<file path="src/common/lsu_pkg.sv">
// Shared widths, counts and types of the load/store issue stage.
// Every stage module imports this package inside its body and uses
// scoped names for the types on its ports.

`default_nettype none

package lsu_pkg;

	// Hardware threads and lanes
	localparam int thread_count = 4;
	localparam int thread_idx_w = $clog2(thread_count);
	localparam int lane_count = 8;
	localparam int lane_width = 32;
	localparam int lane_idx_w = $clog2(lane_count);

	// Data cache line geometry
	localparam int line_bytes = 32;
	localparam int line_width = line_bytes * 8;
	localparam int offset_w = $clog2(line_bytes);
	localparam int line_addr_w = 32 - offset_w;

	// Wide enough to hold a byte count up to twice the line length,
	// so offset plus span never wraps
	localparam int span_w = offset_w + 2;

	// Per-thread request queue sizing
	localparam int queue_depth = 4;
	localparam int almost_full_threshold = 1;
	localparam int queue_ptr_w = $clog2(queue_depth);
	localparam int queue_count_w = $clog2(queue_depth + 1);

	// Entry point of the misaligned access handler
	localparam logic [31:0] misalign_handler_pc = 32'h0000_0400;

	typedef logic [thread_idx_w-1:0] thread_id_t;
	typedef logic [lane_count-1:0] lane_mask_t;
	typedef logic [line_bytes-1:0] store_mask_t;

	typedef enum logic [1:0] {
		size_byte = 2'd0,
		size_half = 2'd1,
		size_word = 2'd2
	} mem_size_t;

	typedef struct packed {
		logic [line_addr_w-1:0] line_addr;
		logic [offset_w-1:0] offset;
	} dcache_address_t;

	// The aligner fills a line at byte, halfword or word granularity
	typedef union packed {
		logic [line_bytes-1:0][7:0] bytes;
		logic [line_bytes/2-1:0][15:0] halfs;
		logic [line_width/lane_width-1:0][lane_width-1:0] words;
	} dcache_line_u;

	typedef struct packed {
		logic [31:0] pc;
		thread_id_t thread_id;
		mem_size_t size;
		logic is_vector;
		logic is_store;
	} mem_inst_t;

	typedef struct packed {
		mem_inst_t inst;
		dcache_address_t address;
		logic [lane_count-1:0][lane_width-1:0] operand;
		lane_mask_t lane_mask;
	} issue_op_t;

	typedef struct packed {
		mem_inst_t inst;
		dcache_address_t address;
		dcache_line_u store_value;
		store_mask_t store_mask;
		lane_mask_t lane_mask;
	} mem_request_t;

	// Bytes touched by one access, which is also its required alignment.
	// A vector access covers one element per lane
	function automatic logic [span_w-1:0] access_bytes(mem_size_t size, logic is_vector);
		logic [span_w-1:0] elem_bytes;
		case (size)
			size_byte: elem_bytes = span_w'(1);
			size_half: elem_bytes = span_w'(2);
			default: elem_bytes = span_w'(4);
		endcase
		return is_vector ? (elem_bytes << lane_idx_w) : elem_bytes;
	endfunction

endpackage

`default_nettype wire

</file>
<file path="src/miss_recycle_buffer.sv">
// One-entry buffer per thread for requests that missed in stage 3.
// The entry is offered back to stage 2 until stage 2 reports it recycled.
// A new miss in the same cycle as recycled replaces the entry.

`timescale 1ns/1ps
`default_nettype none

module miss_recycle_buffer (
	input  logic                                                 clk,
	input  logic                                                 reset,
	input  logic                                                 miss_valid,
	input  lsu_pkg::mem_request_t                                miss_req,
	input  logic [lsu_pkg::thread_count-1:0]                     recycled,
	output logic [lsu_pkg::thread_count-1:0]                     recycle_valid,
	output lsu_pkg::mem_request_t [lsu_pkg::thread_count-1:0]    recycle_req,
	output logic [lsu_pkg::thread_count-1:0]                     miss_no_ls_pending
);

	import lsu_pkg::*;

	for (genvar t = 0; t < thread_count; t++) begin : g_thread
		logic capture;
		logic held;
		mem_request_t held_req;

		assign capture = miss_valid && (miss_req.inst.thread_id == thread_id_t'(t));

		// Capture has priority over recycled
		always_ff @(posedge clk, posedge reset) begin
			if (reset) begin
				held <= 1'b0;
			end else if (capture) begin
				held <= 1'b1;
			end else if (recycled[t]) begin
				held <= 1'b0;
			end
		end

		always_ff @(posedge clk) begin
			if (capture) begin
				held_req <= miss_req;
			end
		end

		assign recycle_valid[t] = held;
		assign recycle_req[t] = held_req;
	end

	// A thread is clear once nothing waits in its buffer
	assign miss_no_ls_pending = ~recycle_valid;

endmodule

`default_nettype wire

</file>
<file path="config.mk">
export PLATFORM = sky130hd
export DESIGN_NAME = miss_recycle_buffer
export DESIGN_NICKNAME = d
export VERILOG_FILES = /design/src/common/lsu_pkg.sv /design/src/miss_recycle_buffer.sv
export SDC_FILE = /design/constraint.sdc
export NUM_CORES = 1
export LEC_CHECK = 0
export CAP_MARGIN = 40
export CORE_AREA = 2 2 711 713
export DETAILED_ROUTE_END_ITERATION = 8
export DIE_AREA = 0 0 713 715
export DONT_BUFFER_PORTS = 1
export GPL_ROUTABILITY_DRIVEN = 1
export HOLD_SLACK_MARGIN = 0.05
export PLACE_DENSITY_LB_ADDON = 0.12
export SETUP_SLACK_MARGIN = 0.4
export SKIP_CTS_REPAIR_TIMING = 1
export SLEW_MARGIN = 25
export SYNTH_ARGS = -nofsm -noshare
export SYNTH_HDL_FRONTEND = slang
export SYNTH_SLANG_ARGS = --single-unit
export TNS_END_PERCENT = 1
</file>
<file path="constraint.sdc">
create_clock -name clk -period 1.2 [get_ports clk]
set_input_delay 0.24 -clock clk [delete_from_list [all_inputs] [get_ports clk]]
set_output_delay 0.24 -clock clk [all_outputs]
set_load 0.01 [all_outputs]
</file>
==> metrics <==
type of element launching the critical path=register; row cnt=around 260; Die W=between 700 and 800 um; switching share of power=0.248; clock tree from TritonCTS=done; cell accounting for the most synthesized area=sky130_fd_sc_hd__edfxtp_1; transition time of the tightest slew-check pin=about 1.2 ns; maximum number of pins on one net before global-route repair=slightly above 50; pwr dens=roughly 1900 nW/um^2; cts bufs inserted=184; final wirelength=268000 um; run status=finished, violations left; share of the clock period used by the worst path=1.59; share of cells above drive strength 1=0.207; Placer Congestion=0.816; clock latency at the later pin of the worst-skew pair=0.86 ns; I/O Buffers=0; initial DRC count=between 2000 and 2500; Yosys reg bits=around 1500; type of the most critical hold path=in2reg; tightest hold margin=-0.179 ns; Area after DPL=approximately 55000 um^2; unrepaired setup endpoints after global routing=true; static leakage power=0.0194 uW; via total after detailed routing=21700; Fill cells=55700; portion of synthesized cell area occupied by the leading cell type=0.995; max-cap viol count=0; area of all placed cells without fillers=65100 um^2; Tot GR Track Use=0.0951; netlist area before placement=44200 um^2; count of final setup violators=a little under 3000; Avg Inst Size Synth=29.7 um^2; total nets after synthesis=roughly 1900; number of warnings reported in the yosys synthesis log=0; count of antenna-violating nets left after detailed routing=0; min cycle time layout=1.91 ns; vias per cell=2.37; number of global-route vias before repair=19400; effective utilization at floorplan=0.0878; number of distinct library cell variants in the gate-level netlist after synthesis=11; floorplan die area=510000 um^2; number of pins with negative max-slew slack in the final report=0; type of the setup path with the least slack=reg2out; standard cell core area=slightly above 500000 um^2; element type at the critical path end=output port; relative slew slack=0.218; GRT overflow=0; clock share of power=0.454; buffer levels on the longest clock path=4; CP arrival=~1.7 ns; relative contribution of combinational cells to total power=0.042; highest-count cells in the layout ignoring fill and taps=1464 x sky130_fd_sc_hd__edfxtp_1, 380 x sky130_fd_sc_hd__dlygate4sd3_1, 185 x sky130_fd_sc_hd__clkbuf_16; P_sw=30800 uW; leading cell type in the layout, fill and taps excluded=sky130_fd_sc_hd__edfxtp_1; Root Buffer Master=sky130_fd_sc_hd__clkbuf_16; required time of the worst setup path=~0.96 ns; total iterations of the first detailed-routing run=7; min setup slack post-route=-0.712 ns; count of endpoints failing hold in the final timing report=9; power share of the sequential group=0.504; CTS Sinks=1468; violated checks=negative hold slack, negative setup slack; maximum level of the CTS H-tree=4; Layout Area Growth over Synthesis=47.5%; Register Area=between 40000 and 50000 um^2; final net count=between 2000 and 3000; antenna violations before repair=around 190; DP Wirelength=approximately 210000 um; IO Count=about 1800; critical path peak fanout=1; Fin Clk Skew=0 ns; cells after synthesis=1486; Die Height=715 um; Clock transition at path regs=0.05 ns; final routed wire length divided by cell count=29.2 um; drc violations=0; Fmax achieved=roughly 520 MHz; register area share after synthesis=0.997; cell-internal power=just over 90000 uW; area used by multi-input combinational logic=103 um^2; Synth area leaders=sky130_fd_sc_hd__edfxtp_1 100%, sky130_fd_sc_hd__dfrtp_1 0.23%, sky130_fd_sc_hd__buf_4 0.068%; worst setup slack after placement=-0.465 ns; global-route wire length before repair=303000 um; maximum ir drop on the vdd rail=0.949 mV
worst paths after layout:
path / slack (ns) / cells past startpoint / to / from
max: -0.71 / 2 / recycle_req[667] / recycle_req[667]$_DFFE_PP_
min: -0.18 / 3 / g_thread[1].held$_DFFE_PP0P_ / miss_valid
max reg2reg: 0.19 / 2 / g_thread[1].held$_DFFE_PP0P_ / g_thread[1].held$_DFFE_PP0P_
min reg2reg: 0.60 / 2 / g_thread[2].held$_DFFE_PP0P_ / g_thread[2].held$_DFFE_PP0P_
max in group asynchronous: 0.73 / 3 / g_thread[3].held$_DFFE_PP0P_ / reset
min in group asynchronous: 0.29 / 3 / g_thread[1].held$_DFFE_PP0P_ / reset
critical path: stages, from the launching register on:
cell and delay [ns]:
sky130_fd_sc_hd__edfxtp_1 0.50, sky130_fd_sc_hd__buf_12 0.18, sky130_fd_sc_hd__buf_12 0.12
layer usage:
metal  wire, um  global-route usage
met4       6490              0.0214
met3      30900              0.0427
met1      94700               0.104
met5        165                   0
met2     135000               0.168
power by group through the flow:
stage | clock, uW | combinational [uW] | sequential, uW
detailed placement | 0 | 1980 | 63900
global placement | 0 | 1900 | 64100
floorplan | 0 | 557 | 62600
global route | 60500 | 5500 | 62900
CTS | 58600 | 1990 | 62900
finish | 56500 | 5180 | 62700
through the flow:
stage,instances,total power [uW],TNS [ns],utilization,hold WS (ns)
floorplan,1486,63100,-9447.93,-,0.00608
global placement,8390,66000,-365.61,0.109,0.0400
detailed placement,8390,65900,-379.65,0.109,0.0404
CTS,8724,123000,-741.56,0.121,-0.963
global route,9132,129000,-1226.29,0.129,-0.278
finish,9155,124000,-1100.48,0.130,-0.179
cells by family after synthesis:
kind of cell	share of synthesized area
compound gates	0.000651
buf+inv	0.00110
flops	0.997
simple gates	0.000821
cells in the mapped netlist, drive strengths merged:
library cell / n
dfrtp: 4
inv: 5
nand2: 1
edfxtp: 1464
buf: 4
and3: 1
o22ai: 1
o21bai: 3
and3b: 1
nor3b: 1
nor2: 1
final cells by class:
class,instances,share of cell area
Sequential cell,1468,0.676
Tap cell,6706,0.129
Timing Repair Buffer,587,0.0981
Clock buffer,212,0.0726
Clock inverter,122,0.0204
Antenna cell,46,0.00177
Multi-Input combinational cell,9,0.00157
Inverter,5,0.000346
state kept, by name, summed over array words and instances (netlist names):
name and cells:
g_thread.held 4, recycle_req 1464
Note: power is estimated with default switching activity, not from simulation.
