**config.mk**
```make
export PLATFORM = sky130hd
export DESIGN_NAME = mem_op_decoder
export DESIGN_NICKNAME = d
export VERILOG_FILES = /design/src/common/lsu_pkg.sv /design/src/mem_op_decoder.sv
export SDC_FILE = /design/constraint.sdc
export NUM_CORES = 1
export LEC_CHECK = 0
export ABC_AREA = 0
export BUFFER_PORTS_ARGS = -buffer_cell sky130_fd_sc_hd__buf_2
export CORE_AREA = 2 2 148 150
export DETAILED_ROUTE_END_ITERATION = 16
export DIE_AREA = 0 0 150 152
export SYNTH_ARGS = -nofsm -noshare
export SYNTH_HDL_FRONTEND = slang
export SYNTH_SLANG_ARGS = --single-unit
```
**constraint.sdc**
```tcl
create_clock -name clk -period 1.1 [get_ports clk]
set_input_delay 0.055 -clock clk [delete_from_list [all_inputs] [get_ports clk]]
set_output_delay 0.055 -clock clk [all_outputs]
set_load 0.01 [all_outputs]
```
**src/common/lsu_pkg.sv**
```systemverilog
// Shared widths, counts and types of the load/store issue stage.
// Every stage module imports this package inside its body and uses
// scoped names for the types on its ports.

`default_nettype none

package lsu_pkg;

	// Hardware threads and lanes
	localparam int thread_count = 4;
	localparam int thread_idx_w = $clog2(thread_count);
	localparam int lane_count = 8;
	localparam int lane_width = 32;
	localparam int lane_idx_w = $clog2(lane_count);

	// Data cache line geometry
	localparam int line_bytes = 32;
	localparam int line_width = line_bytes * 8;
	localparam int offset_w = $clog2(line_bytes);
	localparam int line_addr_w = 32 - offset_w;

	// Wide enough to hold a byte count up to twice the line length,
	// so offset plus span never wraps
	localparam int span_w = offset_w + 2;

	// Per-thread request queue sizing
	localparam int queue_depth = 4;
	localparam int almost_full_threshold = 1;
	localparam int queue_ptr_w = $clog2(queue_depth);
	localparam int queue_count_w = $clog2(queue_depth + 1);

	// Entry point of the misaligned access handler
	localparam logic [31:0] misalign_handler_pc = 32'h0000_0400;

	typedef logic [thread_idx_w-1:0] thread_id_t;
	typedef logic [lane_count-1:0] lane_mask_t;
	typedef logic [line_bytes-1:0] store_mask_t;

	typedef enum logic [1:0] {
		size_byte = 2'd0,
		size_half = 2'd1,
		size_word = 2'd2
	} mem_size_t;

	typedef struct packed {
		logic [line_addr_w-1:0] line_addr;
		logic [offset_w-1:0] offset;
	} dcache_address_t;

	// The aligner fills a line at byte, halfword or word granularity
	typedef union packed {
		logic [line_bytes-1:0][7:0] bytes;
		logic [line_bytes/2-1:0][15:0] halfs;
		logic [line_width/lane_width-1:0][lane_width-1:0] words;
	} dcache_line_u;

	typedef struct packed {
		logic [31:0] pc;
		thread_id_t thread_id;
		mem_size_t size;
		logic is_vector;
		logic is_store;
	} mem_inst_t;

	typedef struct packed {
		mem_inst_t inst;
		dcache_address_t address;
		logic [lane_count-1:0][lane_width-1:0] operand;
		lane_mask_t lane_mask;
	} issue_op_t;

	typedef struct packed {
		mem_inst_t inst;
		dcache_address_t address;
		dcache_line_u store_value;
		store_mask_t store_mask;
		lane_mask_t lane_mask;
	} mem_request_t;

	// Bytes touched by one access, which is also its required alignment.
	// A vector access covers one element per lane
	function automatic logic [span_w-1:0] access_bytes(mem_size_t size, logic is_vector);
		logic [span_w-1:0] elem_bytes;
		case (size)
			size_byte: elem_bytes = span_w'(1);
			size_half: elem_bytes = span_w'(2);
			default: elem_bytes = span_w'(4);
		endcase
		return is_vector ? (elem_bytes << lane_idx_w) : elem_bytes;
	endfunction

endpackage

`default_nettype wire

```
**src/mem_op_decoder.sv**
```systemverilog
// Front end of the issue stage. Filters requests of rolled-back threads,
// checks address alignment and either enqueues the request or fires a
// registered rollback towards the misalignment handler.

`timescale 1ns/1ps
`default_nettype none

module mem_op_decoder (
	input  logic                               clk,
	input  logic                               reset,
	input  logic                               opf_valid,
	input  lsu_pkg::issue_op_t                 opf_op,
	input  logic [lsu_pkg::thread_count-1:0]   rollback_valid,
	output logic                               enqueue,
	output logic                               rollback_en,
	output logic [31:0]                        rollback_pc,
	output lsu_pkg::thread_id_t                rollback_thread_id
);

	import lsu_pkg::*;

	logic request_valid;
	logic [span_w-1:0] span;
	logic [offset_w-1:0] align_mask;
	logic misaligned;
	logic take_rollback;

	// A thread under rollback this cycle drops whatever it issued
	assign request_valid = opf_valid & ~rollback_valid[opf_op.inst.thread_id];

	// Required alignment equals the access span, always a power of two.
	// A scalar byte gives an all-zero mask and is never misaligned
	assign span = access_bytes(opf_op.inst.size, opf_op.inst.is_vector);
	assign align_mask = offset_w'(span - 1'b1);
	assign misaligned = |(opf_op.address.offset & align_mask);

	// The misaligned request itself is held back from the queues
	assign enqueue = request_valid & ~misaligned;
	assign take_rollback = request_valid & misaligned;

	// One-cycle rollback pulse in the cycle after the bad request
	always_ff @(posedge clk, posedge reset) begin
		if (reset) begin
			rollback_en <= 1'b0;
		end else begin
			rollback_en <= take_rollback;
		end
	end

	// Target and thread only matter while rollback_en is high
	always_ff @(posedge clk) begin
		if (take_rollback) begin
			rollback_pc <= misalign_handler_pc;
			rollback_thread_id <= opf_op.inst.thread_id;
		end
	end

endmodule

`default_nettype wire

```
==> summary.log <==
[logic_synthesis] flip-flop and latch count after synthesis 3
[detailed_routing] average wire per standard cell 3.06 um
[sta] min setup slack post-route -0.0454 ns
[worst_setup_path] chain of cells forming the critical path buf_8, mux4_2, nand2b_4, buf_6, nor2_4, buf_6
[placement] area post-placement 757 sq um
[cells_and_area] number of nets in the layout 416
[detailed_routing] vias per std cell 0.910
[global_route] vias in the first global route 245
[sta] maximum achievable frequency 873 MHz
[logic_synthesis] distinct cell type count after synthesis 13
[clock_tree] Clock H-tree levels 1
[cells_and_area] Area growth, synth to finish 112%
[detailed_routing] violation count after the first detailed-routing iteration 2
[logic_synthesis] post-synthesis compound-gate area fraction 0.0623
[power] worst voltage drop across the vdd grid 0.773 mV
[floorplanning] Initial Utilization 0.0197
[placement] gp weighted congestion 0.622
[logic_synthesis] mean area per synthesized cell 8.78 sq um
[clock_tree] CTS root buf clkbuf_16
[logic_synthesis] sequential cell area fraction in the yosys report 0.202
[cells_and_area] final core utilization 0.0419
[power] PwrDens 1000 mW/mm^2
[sta] number of setup violations in the final report 3
[worst_setup_path] type of element capturing the critical path output pin
[job] number of violations of the max-capacitance limit 0
[floorplanning] Boundary Pins 377
[placement] Port Buffer Count 20
[worst_setup_path] critical path arrival 1.09 ns
[clock_tree] CTS buffer count 3
[worst_setup_path] kind of cell adding the most delay to the critical path multiplexers
[status] violated checks negative setup slack
[detailed_routing] number of DRC violations after detailed routing 0
[clock_tree] register clock-pin slew on the reported worst setup and hold paths 0.03 ns
[logic_synthesis] multiplexer share of the synthesized area 0.0534
[worst_setup_path] crit-path max cell delay 0.49 ns
[cells_and_area] final instance area 895 sq um
[sta] total count of max-transition violations in the final report 0
[worst_setup_path] startpoint-to-endpoint class of the critical path input port to output pin
[floorplanning] row count 54
[placement] DP HPWL 861 um
[global_route] gr ovfl total 0
[global_route] maximum number of pins on one net before global-route repair 4
[worst_setup_path] cell repeated most along the worst path buf_6
[detailed_routing] total vias in the final route 323
[logic_synthesis] Synth Instances 48
[logic_synthesis] Mapped Area 422 sq um
[sta] Final period util 1.04
[sta] setup TNS -0.0695 ns
[logic_synthesis] post-synthesis share of cell area spent on xor and xnor gates 0
[worst_setup_path] crit start category input port
[global_route] global-route wire length before repair 1350 um
[worst_setup_path] master of the slowest instance on the critical path mux4_2
[floorplanning] die span in x 150 um
[detailed_routing] wire length reported by the detailed router 1090 um
[floorplanning] vertical extent of the die 152 um
[worst_hold_path] worst min-delay path class input port to flip-flop
[global_route] global-route total usage across every layer 0.00899
[clock_tree] CTS tree yes
[status] run status complete, but fails checks
[power] static leakage 0.325 nW
[global_route] antenna violations before repair 2
[detailed_routing] 1st-pass router iterations 2
[logic_synthesis] number of synthesis warnings 0
[logic_synthesis] largest family of logic cells by synthesized area buffers and inverters
[cells_and_area] share of cells above drive strength 1 0.405
[clock_tree] clock tree sinks 3
[floorplanning] DIE AREA 0.0228 sq mm
[sta] Period minus WS final 1.15 ns
[logic_synthesis] simple logic cell fraction of the synthesized area 0.0772
[clock_tree] Max Buffers Root-to-Sink 2
[worst_setup_path] Data required, critical path 1.04 ns
[sta] RSZ-0062 raised after global routing true
[sta] number of endpoints with negative hold slack in the final report 0
[worst_setup_path] combined buffer and inverter count along the critical path 3
[logic_synthesis] adder-cell share of the synthesized area 0
[floorplanning] total core area 0.0214 sq mm
[detailed_routing] Post-DRT Antenna Nets 0
[worst_setup_path] largest fanout of any net on the critical path 2
final cells by class:
| cell class | instances | area (sq um) |
|---|---|---|
| Fill cell | 2588 | 20500 |
| Tap cell | 280 | 350 |
| Multi-Input combinational cell | 41 | 211 |
| Timing Repair Buffer | 24 | 159 |
| Sequential cell | 3 | 85.1 |
| Clock buffer | 4 | 78.8 |
| Inverter | 2 | 7.51 |
| Antenna cell | 1 | 2.50 |
kinds of logic after synthesis:
family / Yosys count
and+or+nand+nor: 4
other: 2
DFF: 3
buffers and inverters: 34
AOI/OAI and AO/OA: 4
muxes: 1
synth_stat cells:
library cell  number  area share
a21oi_1            2       0.024
buf_4             32        0.57
conb_1             2       0.018
dfrtp_1            1       0.059
edfxtp_1           2        0.14
inv_1              2       0.018
mux4_2             1       0.053
nand2b_4           1       0.033
nor2_1             1      0.0089
nor2_2             1       0.015
nor2b_2            1       0.021
o221ai_1           1       0.021
o31ai_1            1       0.018
per-stage QoR:
| step | setup slack, ns | std cells | hold slack [ns] | power, mW |
|---|---|---|---|---|
| 2_1_floorplan | 0.00644 | 78 | -0.216 | 0.306 |
| 6_report | -0.0454 | 355 | 0.00338 | 0.897 |
| 3_3_place_gp | -0.122 | 347 | -0.103 | 0.271 |
| 4_1_cts | -0.0349 | 353 | 0.00506 | 0.889 |
| 3_5_place_dp | -0.163 | 347 | -0.108 | 0.273 |
| 5_1_grt | -0.0734 | 354 | 0.00589 | 0.930 |
where the power goes:
part,internal [mW],switching (mW)
sequential,0.133,0.00218
clock,0.480,0.119
combinational,0.0695,0.0936
repair_timing:
| action | in CTS | in global routing |
|---|---|---|
| buffers inserted | 1 | 1 |
| resized for setup | 2 | 4 |
| pin swaps | 1 | 0 |
| hold buffers | 1 | 0 |
| setup endpoints to repair | 1 | 3 |
| hold endpoints to repair | 1 | 0 |
path summary, 6_finish.rpt:
path | depth (start not counted) | slack [ns] | end | startpoint
max in group asynchronous | 3 | 0.81 | rollback_en | reset
hold / removal | 1 | 0.003 | rollback_thread_id[0] | opf_op[300]
min in group asynchronous | 3 | 0.20 | rollback_en | reset
setup / recovery | 6 | -0.05 | enqueue | opf_op[300]
flip-flops by register name (all words and copies together) (netlist names):
signal              cells
rollback_en             1
rollback_thread_id      2
metal layers:
| metal | track usage | wire (um) |
|---|---|---|
| met5 | 0 | 0 |
| met4 | 0.00943 | 22 |
| met3 | 0.0102 | 319 |
| met2 | 0.0100 | 418 |
| met1 | 0.00798 | 327 |
placed cells by master (no fill, tap or decap), types with 2 or more instances in the layout:
cell type / netlist / final
conb_1: 2 / 32
buf_2: 0 / 17
clkbuf_16: 0 / 3
buf_6: 0 / 3
a21oi_1: 2 / 2
inv_1: 2 / 2
buf_4: 32 / 2
edfxtp_1: 2 / 2
(Power assumes the default switching activity.)
