--- src/common/lsu_pkg.sv ---
// Shared widths, counts and types of the load/store issue stage.
// Every stage module imports this package inside its body and uses
// scoped names for the types on its ports.

`default_nettype none

package lsu_pkg;

	// Hardware threads and lanes
	localparam int thread_count = 4;
	localparam int thread_idx_w = $clog2(thread_count);
	localparam int lane_count = 8;
	localparam int lane_width = 32;
	localparam int lane_idx_w = $clog2(lane_count);

	// Data cache line geometry
	localparam int line_bytes = 32;
	localparam int line_width = line_bytes * 8;
	localparam int offset_w = $clog2(line_bytes);
	localparam int line_addr_w = 32 - offset_w;

	// Wide enough to hold a byte count up to twice the line length,
	// so offset plus span never wraps
	localparam int span_w = offset_w + 2;

	// Per-thread request queue sizing
	localparam int queue_depth = 4;
	localparam int almost_full_threshold = 1;
	localparam int queue_ptr_w = $clog2(queue_depth);
	localparam int queue_count_w = $clog2(queue_depth + 1);

	// Entry point of the misaligned access handler
	localparam logic [31:0] misalign_handler_pc = 32'h0000_0400;

	typedef logic [thread_idx_w-1:0] thread_id_t;
	typedef logic [lane_count-1:0] lane_mask_t;
	typedef logic [line_bytes-1:0] store_mask_t;

	typedef enum logic [1:0] {
		size_byte = 2'd0,
		size_half = 2'd1,
		size_word = 2'd2
	} mem_size_t;

	typedef struct packed {
		logic [line_addr_w-1:0] line_addr;
		logic [offset_w-1:0] offset;
	} dcache_address_t;

	// The aligner fills a line at byte, halfword or word granularity
	typedef union packed {
		logic [line_bytes-1:0][7:0] bytes;
		logic [line_bytes/2-1:0][15:0] halfs;
		logic [line_width/lane_width-1:0][lane_width-1:0] words;
	} dcache_line_u;

	typedef struct packed {
		logic [31:0] pc;
		thread_id_t thread_id;
		mem_size_t size;
		logic is_vector;
		logic is_store;
	} mem_inst_t;

	typedef struct packed {
		mem_inst_t inst;
		dcache_address_t address;
		logic [lane_count-1:0][lane_width-1:0] operand;
		lane_mask_t lane_mask;
	} issue_op_t;

	typedef struct packed {
		mem_inst_t inst;
		dcache_address_t address;
		dcache_line_u store_value;
		store_mask_t store_mask;
		lane_mask_t lane_mask;
	} mem_request_t;

	// Bytes touched by one access, which is also its required alignment.
	// A vector access covers one element per lane
	function automatic logic [span_w-1:0] access_bytes(mem_size_t size, logic is_vector);
		logic [span_w-1:0] elem_bytes;
		case (size)
			size_byte: elem_bytes = span_w'(1);
			size_half: elem_bytes = span_w'(2);
			default: elem_bytes = span_w'(4);
		endcase
		return is_vector ? (elem_bytes << lane_idx_w) : elem_bytes;
	endfunction

endpackage

`default_nettype wire

--- src/store_data_aligner.sv ---
// Turns an operand fetch request into a queued memory request. Store data
// is replicated over a full cache line and a byte store mask marks the
// bytes the access actually writes.

`timescale 1ns/1ps
`default_nettype none

module store_data_aligner (
	input  lsu_pkg::issue_op_t     opf_op,
	output lsu_pkg::mem_request_t  request
);

	import lsu_pkg::*;

	logic [lane_count-1:0][lane_width-1:0] elems;
	dcache_line_u line;
	logic [span_w-1:0] span;
	logic [span_w-1:0] first_byte;
	logic [span_w-1:0] end_byte;
	store_mask_t mask;

	// A scalar access repeats lane 0 in every slot, a vector keeps
	// one element per lane
	always_comb begin
		for (int l = 0; l < lane_count; l++) begin
			elems[l] = opf_op.inst.is_vector ? opf_op.operand[l] : opf_op.operand[0];
		end
	end

	// Only the low element of each lane is stored, and the packed
	// elements are tiled until the line is full
	always_comb begin
		line = '0;
		case (opf_op.inst.size)
			size_byte: begin
				for (int i = 0; i < line_bytes; i++) begin
					line.bytes[i] = elems[i % lane_count][7:0];
				end
			end
			size_half: begin
				for (int i = 0; i < line_bytes / 2; i++) begin
					line.halfs[i] = elems[i % lane_count][15:0];
				end
			end
			default: begin
				for (int i = 0; i < line_width / lane_width; i++) begin
					line.words[i] = elems[i % lane_count];
				end
			end
		endcase
	end

	// Mask covers [offset, offset + span). Misaligned spans may run off the
	// line here, but the decoder never enqueues those
	assign span = access_bytes(opf_op.inst.size, opf_op.inst.is_vector);
	assign first_byte = span_w'(opf_op.address.offset);
	assign end_byte = first_byte + span;

	always_comb begin
		for (int i = 0; i < line_bytes; i++) begin
			mask[i] = (span_w'(i) >= first_byte) && (span_w'(i) < end_byte);
		end
	end

	always_comb begin
		request.inst = opf_op.inst;
		request.address = opf_op.address;
		request.store_value = line;
		request.store_mask = mask;
		request.lane_mask = opf_op.lane_mask;
	end

endmodule

`default_nettype wire

--- config.mk ---
export PLATFORM = sky130hd
export DESIGN_NAME = store_data_aligner
export DESIGN_NICKNAME = d
export VERILOG_FILES = /design/src/common/lsu_pkg.sv /design/src/store_data_aligner.sv
export SDC_FILE = /design/constraint.sdc
export NUM_CORES = 1
export LEC_CHECK = 0
export BUFFER_PORTS_ARGS = -buffer_cell sky130_fd_sc_hd__buf_2
export CAP_MARGIN = 20
export CORE_AREA = 3 3 270 272
export DETAILED_ROUTE_END_ITERATION = 6
export DIE_AREA = 0 0 273 275
export GPL_TIMING_DRIVEN = 1
export SLEW_MARGIN = 20
export SYNTH_ARGS = -nofsm -noshare
export SYNTH_HDL_FRONTEND = slang
export SYNTH_SLANG_ARGS = --single-unit
--- constraint.sdc ---
create_clock -name vclk -period 2.63
set_input_delay 0 -clock vclk [all_inputs]
set_output_delay 0 -clock vclk [all_outputs]
set_load 0.01 [all_outputs]
==> flow_metrics.tcl, run 1 <==
set metrics [dict create \
    vias 10200 \
    ys_seq_area_share_pct 0 \
    switching_share_pct 61.74 \
    cp_top_family "compound AO/OA/AOI/OAI gates" \
    power_density_nw_per_um2 254.6 \
    port_buffers 560 \
    wl_per_cell_um 22.30 \
    synth_cell_type_count 54 \
    required_ns 2.63 \
    overflow 0 \
    p_comb_share_pct 100.0 \
    syn_area_um2 6354 \
    clock.fmax_ghz 0.4149 \
    p_int_uw 950.9 \
    syn_area_per_cell_um2 5.883 \
    dp_hpwl_um 46260 \
    cp-start-kind "input port" \
    final.fill_count 8323 \
    fp.dieH_um 275 \
    synth_warnings 0 \
    final_common_cell "buf_2" \
    seq_area_um2 0 \
    multi_input_area_um2 5270 \
    post-place-ws_ns 0.04865 \
    drv_slew 0 \
    min_period_over_period_pct 91.64 \
    synth_area_leaders "nand2_1 (14%), a21o_1 (14%), buf_4 (10%), o21ai_0 (8.4%), a21oi_1 (7.7%)" \
    netlist_instances 1080 \
    crit_fanout 16 \
    nClkBuffers 0 \
    crit_slowest_cell "fa_1" \
    end_kind "output port" \
    status "finished, final reports clean" \
    period_needed_ns 2.410 \
    p_clk_share_pct 0 \
    nets 1851 \
    critPathKind "input port to output port" \
    start_util_pct 8.949 \
    viasPerCell 4.140 \
    gp_congestion 0.9326 \
    area_growth_pct 53.64 \
    grt_use_total_pct 13.27 \
    timing.final.ws_setup_ns 0.2199 \
    critPathMaxStageDelay_ns 0.46 \
    firstDrtPassIters 5 \
    setup_viol 0 \
    instances_no_fill 2463 \
    seq_cells 0 \
    tightestPinTransition_ns 1.025 \
    arrival_ns 2.41 \
    grt_max_degree 104 \
    ir_worst_vdd_uv 118.5 \
    fp.dieW_um 273 \
    cp_num_buf_inv 3 \
    wl_um 54940 \
    drive_gt1_share_pct 43.80 \
    antenna_found_initial 11 \
    io_pins 700 \
    num_rows 98 \
    slew_headroom_pct 31.64 \
    die_area_um2 75080 \
    drv_cap 0 \
    leakagePower_uw 0.005442 \
    crit_chain "buf_4 -> or2_2 -> nor2_1 -> ha_1 -> fa_1 -> a211o_1 -> a2111o_1 -> mux2i_4 -> buf_12 -> o22ai_1 -> buf_2" \
    dr.first_iter.drc_count 684 \
    layout_common_cells "buf_2 (557), nand2_1 (236), a21o_1 (117)" \
    hold_viol_final 0 \
    ant_nets 0 \
    synth.top_cell.area_share_pct 14.00 \
    rsz0062_at_grt "no" \
    p_sw_uw 1534 \
    syn_nets 1420 \
    drc 0 \
    core_area_um2 71000 \
    dp.cells 2458 \
    first_global_vias 9499 \
    yosysTopAreaCell "nand2_1" \
    grt_pass1_wl_um 71390 \
    hp-class "input port to output port" \
    p_seq_share_pct 0 \
]
==> worst paths after layout <==
check         from            to  slack, ns  cells past startpoint
max    opf_op[298]   request[35]       0.22                     11
min    opf_op[283]  request[315]   0.000004                      0
==> Yosys cell counts, types with 3 or more instances <==
library cell,number
o311ai_0,3
buf_1,10
and3_1,8
nand2_1,237
o221ai_1,3
buf_2,28
a22o_1,6
nor2b_1,17
a22oi_1,17
buf_4,88
nand3_1,25
a211o_1,4
o22ai_1,10
o22a_1,4
a21o_1,117
a221o_1,6
nand2b_1,22
inv_1,13
a21bo_2,4
o31ai_1,7
nand4_1,3
a31oi_1,22
nor3b_1,3
nor3_1,3
nor2_1,32
o21bai_1,14
a21oi_1,98
a221oi_1,6
and2_1,3
mux2_2,27
clkbuf_1,51
buf_6,3
o21ai_0,107
o21a_1,10
ha_1,5
or2_2,7
a211oi_1,8
mux2i_1,31
==> repair_timing <==
item,4_1_cts,5_1_grt
setup endpoints to repair,0,22
hold endpoints to repair,0,0
buffers inserted,0,1
resized for setup,0,1
hold buffers,0,0
==> power groups by stage <==
stage	Clock [uW]	Combinational, uW	Sequential [uW]
final	0.000115	2490	0
after global placement	0	2480	0
after detailed placement	0	2480	0
after global routing	0.000153	2690	0
after CTS	0	2490	0
after floorplan	0	1350	0
==> metal layers <==
| layer | routed length [um] | vias up | global-route usage, % |
|---|---|---|---|
| li1 | - | 4623 | - |
| met1 | 20590 | 4764 | 14.84 |
| met2 | 26150 | 685 | 23.31 |
| met3 | 5377 | 119 | 3.698 |
| met4 | 2637 | 6 | 5.787 |
| met5 | 190 | - | 1.861 |
==> cell families (layout without fill, tap and decap cells) <==
kind of cell / after synthesis / count (layout) / share of synthesized area [%]
buf+inv: 195 / 624 / 17.64
simple gates: 363 / 363 / 24.68
other cells: 0 / 4 / 0
compound gates: 455 / 455 / 46.22
xor+xnor: 2 / 2 / 0.2757
mux: 59 / 59 / 9.886
fa+ha+maj: 6 / 6 / 1.300
==> cell type report <==
type	instances	share of cell area (%)
antenna	4	0.1025
inverter	14	0.5511
multi-input combinational	885	53.99
tap	950	12.18
timing repair buffer	610	33.18
==> stage by stage <==
step / hold WS, ns / total power [uW] / utilization [%] / TNS (ns) / cell area, um2
after CTS: 0.00006862 / 2493 / 13.71 / 0 / 9731
after detailed placement: 0.00006862 / 2481 / 13.71 / 0 / 9731
after global routing: 0.00001505 / 2689 / 13.75 / 0 / 9759
final: 0.000003924 / 2485 / 13.75 / 0 / 9762
after global placement: 0.00006862 / 2484 / 13.71 / 0 / 9731
after floorplan: 0.09177 / 1352 / - / -0.2651 / 6366
No activity file was read; power rests on OpenSTA's default activity.
==> inputs of run 2 (changes only) <==
- BUFFER_PORTS_ARGS: -buffer_cell sky130_fd_sc_hd__buf_2 -> -buffer_cell sky130_fd_sc_hd__buf_4
==> flow_metrics.tcl, run 2 (synthesis results as in run 1) <==
set metrics [dict create \
    nClkBuffers 0 \
    first_global_vias 9699 \
    nets 1845 \
    period_needed_ns 2.443 \
    firstDrtPassIters 5 \
    fin_total_pwr_uw 2884 \
    ant_nets 0 \
    postCtsSetupBuffers 0 \
    p_seq_share_pct 0 \
    start_util_pct 8.949 \
    fp.dieW_um 273 \
    leakagePower_uw 0.005874 \
    hp-start "opf_op[284]" \
    grt_use_total_pct 13.43 \
    port_buffers 560 \
    drc 0 \
    num_rows 98 \
    crit_path_start "opf_op[298]" \
    switching_share_pct 54.70 \
    crit_fanout 16 \
    critPathKind "input port to output port" \
    area_growth_pct 75.97 \
    rsz0062_at_grt "no" \
    final_common_cell "buf_4" \
    overflow 0 \
    hold_viol_final 0 \
    viasPerCell 4.131 \
    cp-start-kind "input port" \
    required_ns 2.63 \
    ir_worst_vdd_uv 99.97 \
    seq_area_um2 0 \
    tightestPinTransition_ns 0.8948 \
    p_clk_share_pct 0 \
    dp_hpwl_um 46530 \
    setup_viol 0 \
    vias 10150 \
    dr.first_iter.drc_count 596 \
    p_comb_share_pct 100.0 \
    seq_cells 0 \
    power_density_nw_per_um2 257.9 \
    io_pins 700 \
    drive_gt1_share_pct 43.71 \
    p_sw_uw 1577 \
    core_area_um2 71000 \
    drv_cap 0 \
    slew_headroom_pct 39.71 \
    grt_pass1_wl_um 72230 \
    wl_um 55450 \
    drv_slew 0 \
    hp-class "input port to output port" \
    arrival_ns 2.44 \
    fp.dieH_um 275 \
    wl_per_cell_um 22.57 \
    grt_max_degree 119 \
    final.fill_count 8254 \
    die_area_um2 75080 \
    status "finished, final reports clean" \
    antenna_found_initial 7 \
    min_period_over_period_pct 92.88 \
    gp_congestion 0.9438 \
    utilization_pct 15.75 \
    end_kind "output port" \
    p_int_uw 1306 \
    clock.fmax_ghz 0.4094 \
    layout_common_cells "buf_4 (594), nand2_1 (236), a21o_1 (117)" \
]
## run 2: cell count changes in the layout (fill, tap and decap cells not counted)
cell	before	now
a211oi_1	8	7
a211oi_2	0	1
buf_12	4	9
buf_2	557	0
buf_4	48	594
fa_1	1	0
fa_2	0	1
o21ai_0	107	106
o21ai_1	0	1
## run 2: final cells by class
cell class                      count  area (um2)  area share (%)
Inverter                           14       53.80          0.4812
Timing Repair Buffer              604        4651           41.60
Multi-Input combinational cell    885        5278           47.20
Antenna cell                        4       10.01         0.08953
Tap cell                          950        1189           10.63
## run 2: what timing repair did
action                     in CTS  in global routing
setup endpoints to repair       0                 17
gates resized for setup         0                  3
hold buffers                    0                  0
## run 2: critical path, stage by stage
cell and delay [ns]:
buf_4 0.16, or2_2 0.15, nor2_1 0.04, ha_1 0.21, fa_2 0.40, a211o_1 0.36, a2111o_1 0.42, mux2i_4 0.14
buf_4 0.23, o22ai_1 0.14, buf_4 0.17
## run 2: path summary, 6_finish.rpt
path	endpoint	cells after the start
max	request[35]	11
min	request[316]	0
## run 2: metal layers
layer | part of all wire, % | vias to the layer above | track usage [%]
li1 | - | 4629 | -
met1 | 38 | 4768 | 14.98
met2 | 47 | 641 | 23.31
met3 | 9.2 | 111 | 3.741
met4 | 5.6 | 2 | 6.728
met5 | 0.19 | - | 1.027
## run 2: per-stage QoR
stage          cells  TNS, ns  hold WS [ns]  setup WS [ns]  instance area (um2)
6_report        2457        0   0.000003928         0.1872                11180
5_1_grt         2454        0    0.00001505        0.07807                11170
4_1_cts         2453        0    0.00006862        0.05444                11160
3_5_place_dp    2453        0    0.00006862        0.05741                11160
3_3_place_gp    2453        0    0.00006862         0.1247                11160
2_1_floorplan   1080  -0.2651       0.09177       -0.04418                 6366
## run 2: power by group through the flow
stage	Sequential, uW	Clock [uW]	Combinational, uW
3_3_place_gp	0	0	2890
4_1_cts	0	0	2900
3_5_place_dp	0	0	2890
5_1_grt	0	0.0000511	3090
6_report	0	0.0000833	2880
2_1_floorplan	0	0	1350
==> inputs of run 3 (changes only) <==
- ABC_AREA: not set -> 1
- CORE_AREA: 3 3 270 272 -> 3 3 272 274
- DIE_AREA: 0 0 273 275 -> 0 0 275 277
==> flow_metrics.tcl, run 3 <==
set metrics [dict create \
    status "finished, final reports clean" \
    overflow 0 \
    seq_cells 0 \
    final_common_cell "buf_4" \
    num_rows 98 \
    wl_um 68890 \
    grt_use_total_pct 16.91 \
    yosysMostFrequentCell "nand2_1" \
    slew_headroom_pct 49.72 \
    hp-class "input port to output port" \
    ys_top_cells_by_count "nand2_1 (240), o21ai_0 (199), inv_1 (175)" \
    tightestPinTransition_ns 0.7542 \
    syn_area_per_cell_um2 4.916 \
    ant_nets 0 \
    met1_usage_pct 18.93 \
    final.fill_count 8574 \
    rsz0062_at_grt "no" \
    power_density_nw_per_um2 267.5 \
    grt_max_degree 100 \
    p_seq_share_pct 0 \
    postCtsSetupBuffers 0 \
    nClkBuffers 0 \
    met3_usage_pct 5.103 \
    grt_pass1_wl_um 88640 \
    fp.dieH_um 277 \
    drv_slew 0 \
    area_growth_pct 83.94 \
    ir_worst_vdd_uv 125.6 \
    p_int_uw 1187 \
    syn_area_um2 5874 \
    core_area_um2 71610 \
    fin_total_pwr_uw 2890 \
    firstDrtPassIters 6 \
    drv_cap 0 \
    antenna_found_initial 15 \
    instances_no_fill 2623 \
    synth.top_cell.area_share_pct 16.95 \
    synth_area_leaders "o21ai_0 (17%), nand2_1 (15%), buf_4 (12%), nand3_1 (12%), inv_1 (11%)" \
    holdPathStages 0 \
    switching_share_pct 58.94 \
    p_comb_share_pct 100.0 \
    layout_common_cells "buf_4 (617), nand2_1 (239), o21ai_0 (199)" \
    p_sw_uw 1703 \
    port_buffers 560 \
    start_util_pct 8.203 \
    dp.cells 2612 \
    grtUsageMet2_pct 30.88 \
    clock.fmax_ghz 0.4246 \
    tns_ns 0 \
    utilization_pct 15.09 \
    drc 0 \
    ys_seq_area_share_pct 0 \
    vias 10190 \
    dp_hpwl_um 61190 \
    timing.hold.ws_ns 0.000004481 \
    whs_endpoint "request[347]" \
    first_global_vias 10210 \
    top_usage_layer "met2" \
    crit_path_start "opf_op[299]" \
    synth_warnings 0 \
    yosysTopAreaCell "o21ai_0" \
    wl_per_cell_um 26.26 \
    p_clk_share_pct 0 \
    hold_viol_final 0 \
    gp_congestion 0.9952 \
    drive_gt1_share_pct 38.93 \
    crit_fanout 10 \
    min_period_over_period_pct 89.56 \
    viasPerCell 3.886 \
    cts_resized 0 \
    required_ns 2.63 \
    hp-start "opf_op[315]" \
    leakagePower_uw 0.005510 \
    arrival_ns 2.36 \
    setup_viol 0 \
    netlist_instances 1195 \
    period_needed_ns 2.355 \
    end_kind "output port" \
    dr.first_iter.drc_count 488 \
    io_pins 700 \
    fp.dieW_um 275 \
    syn_nets 1535 \
    hold_buffers 0 \
    synth_cell_type_count 28 \
    cp-start-kind "input port" \
    critPathKind "input port to output port" \
    seq_area_um2 0 \
    nets 2004 \
    die_area_um2 76180 \
]
## run 3: per-layer routing
metal | up-vias | share of wire [%] | wire, um
met1 | 4740 | 38 | 26310
met5 | - | 0.11 | 76
met2 | 603 | 50 | 34650
met3 | 60 | 8.9 | 6117
li1 | 4779 | - | -
met4 | 12 | 2.5 | 1727
## run 3: final cells by class
class	instances	area, um2	share of cell area, %
Tap cell	950	1189	11.00
Inverter	177	668.1	6.183
Antenna cell	11	27.53	0.2547
Timing Repair Buffer	622	4723	43.71
Multi-Input combinational cell	863	4198	38.85
## run 3: power by group through the flow
stage / Clock (uW) / Combinational [uW] / Sequential, uW
floorplan: 0 / 1200 / 0
global placement: 0 / 2950 / 0
detailed placement: 0 / 2940 / 0
CTS: 0 / 2950 / 0
global route: 0.000154 / 3130 / 0
finish: 0.000234 / 2890 / 0
## run 3: cell families after synthesis
kind of cell,Yosys count,synth area share (%)
compound gates,372,32.93
fa+ha+maj,6,1.406
buf+inv,332,28.67
simple gates,485,37.00
## run 3: per-stage QoR
step | cell area (um2) | worst slack [ns]
after detailed placement | 10780 | 0.2918
after CTS | 10780 | 0.2807
final | 10810 | 0.2747
after floorplan | 5874 | 0.5176
after global placement | 10780 | 0.3185
after global routing | 10790 | 0.07802
## run 3: how the worst max path moves through the flow
stage | to | slack [ns] | depth (start not counted)
2_1_floorplan | request[38] | 0.52 | 14
3_3_place_gp | request[14] | 0.32 | 16
3_5_place_dp | request[14] | 0.29 | 14
4_1_cts | request[14] | 0.28 | 14
5_1_grt | request[14] | 0.08 | 14
6_report | request[14] | 0.27 | 14
## run 3: worst max-delay path, stage by stage
cell and delay (ns):
buf_4 0.16, clkinv_2 0.13, nand2_4 0.09, nor2_1 0.30, ha_1 0.32, nand3_1 0.14
nand2_1 0.09, nand2_1 0.07, nand2_2 0.16, nor2_2 0.40, nand3_1 0.13, nand2_1 0.08
inv_1 0.10, buf_4 0.17
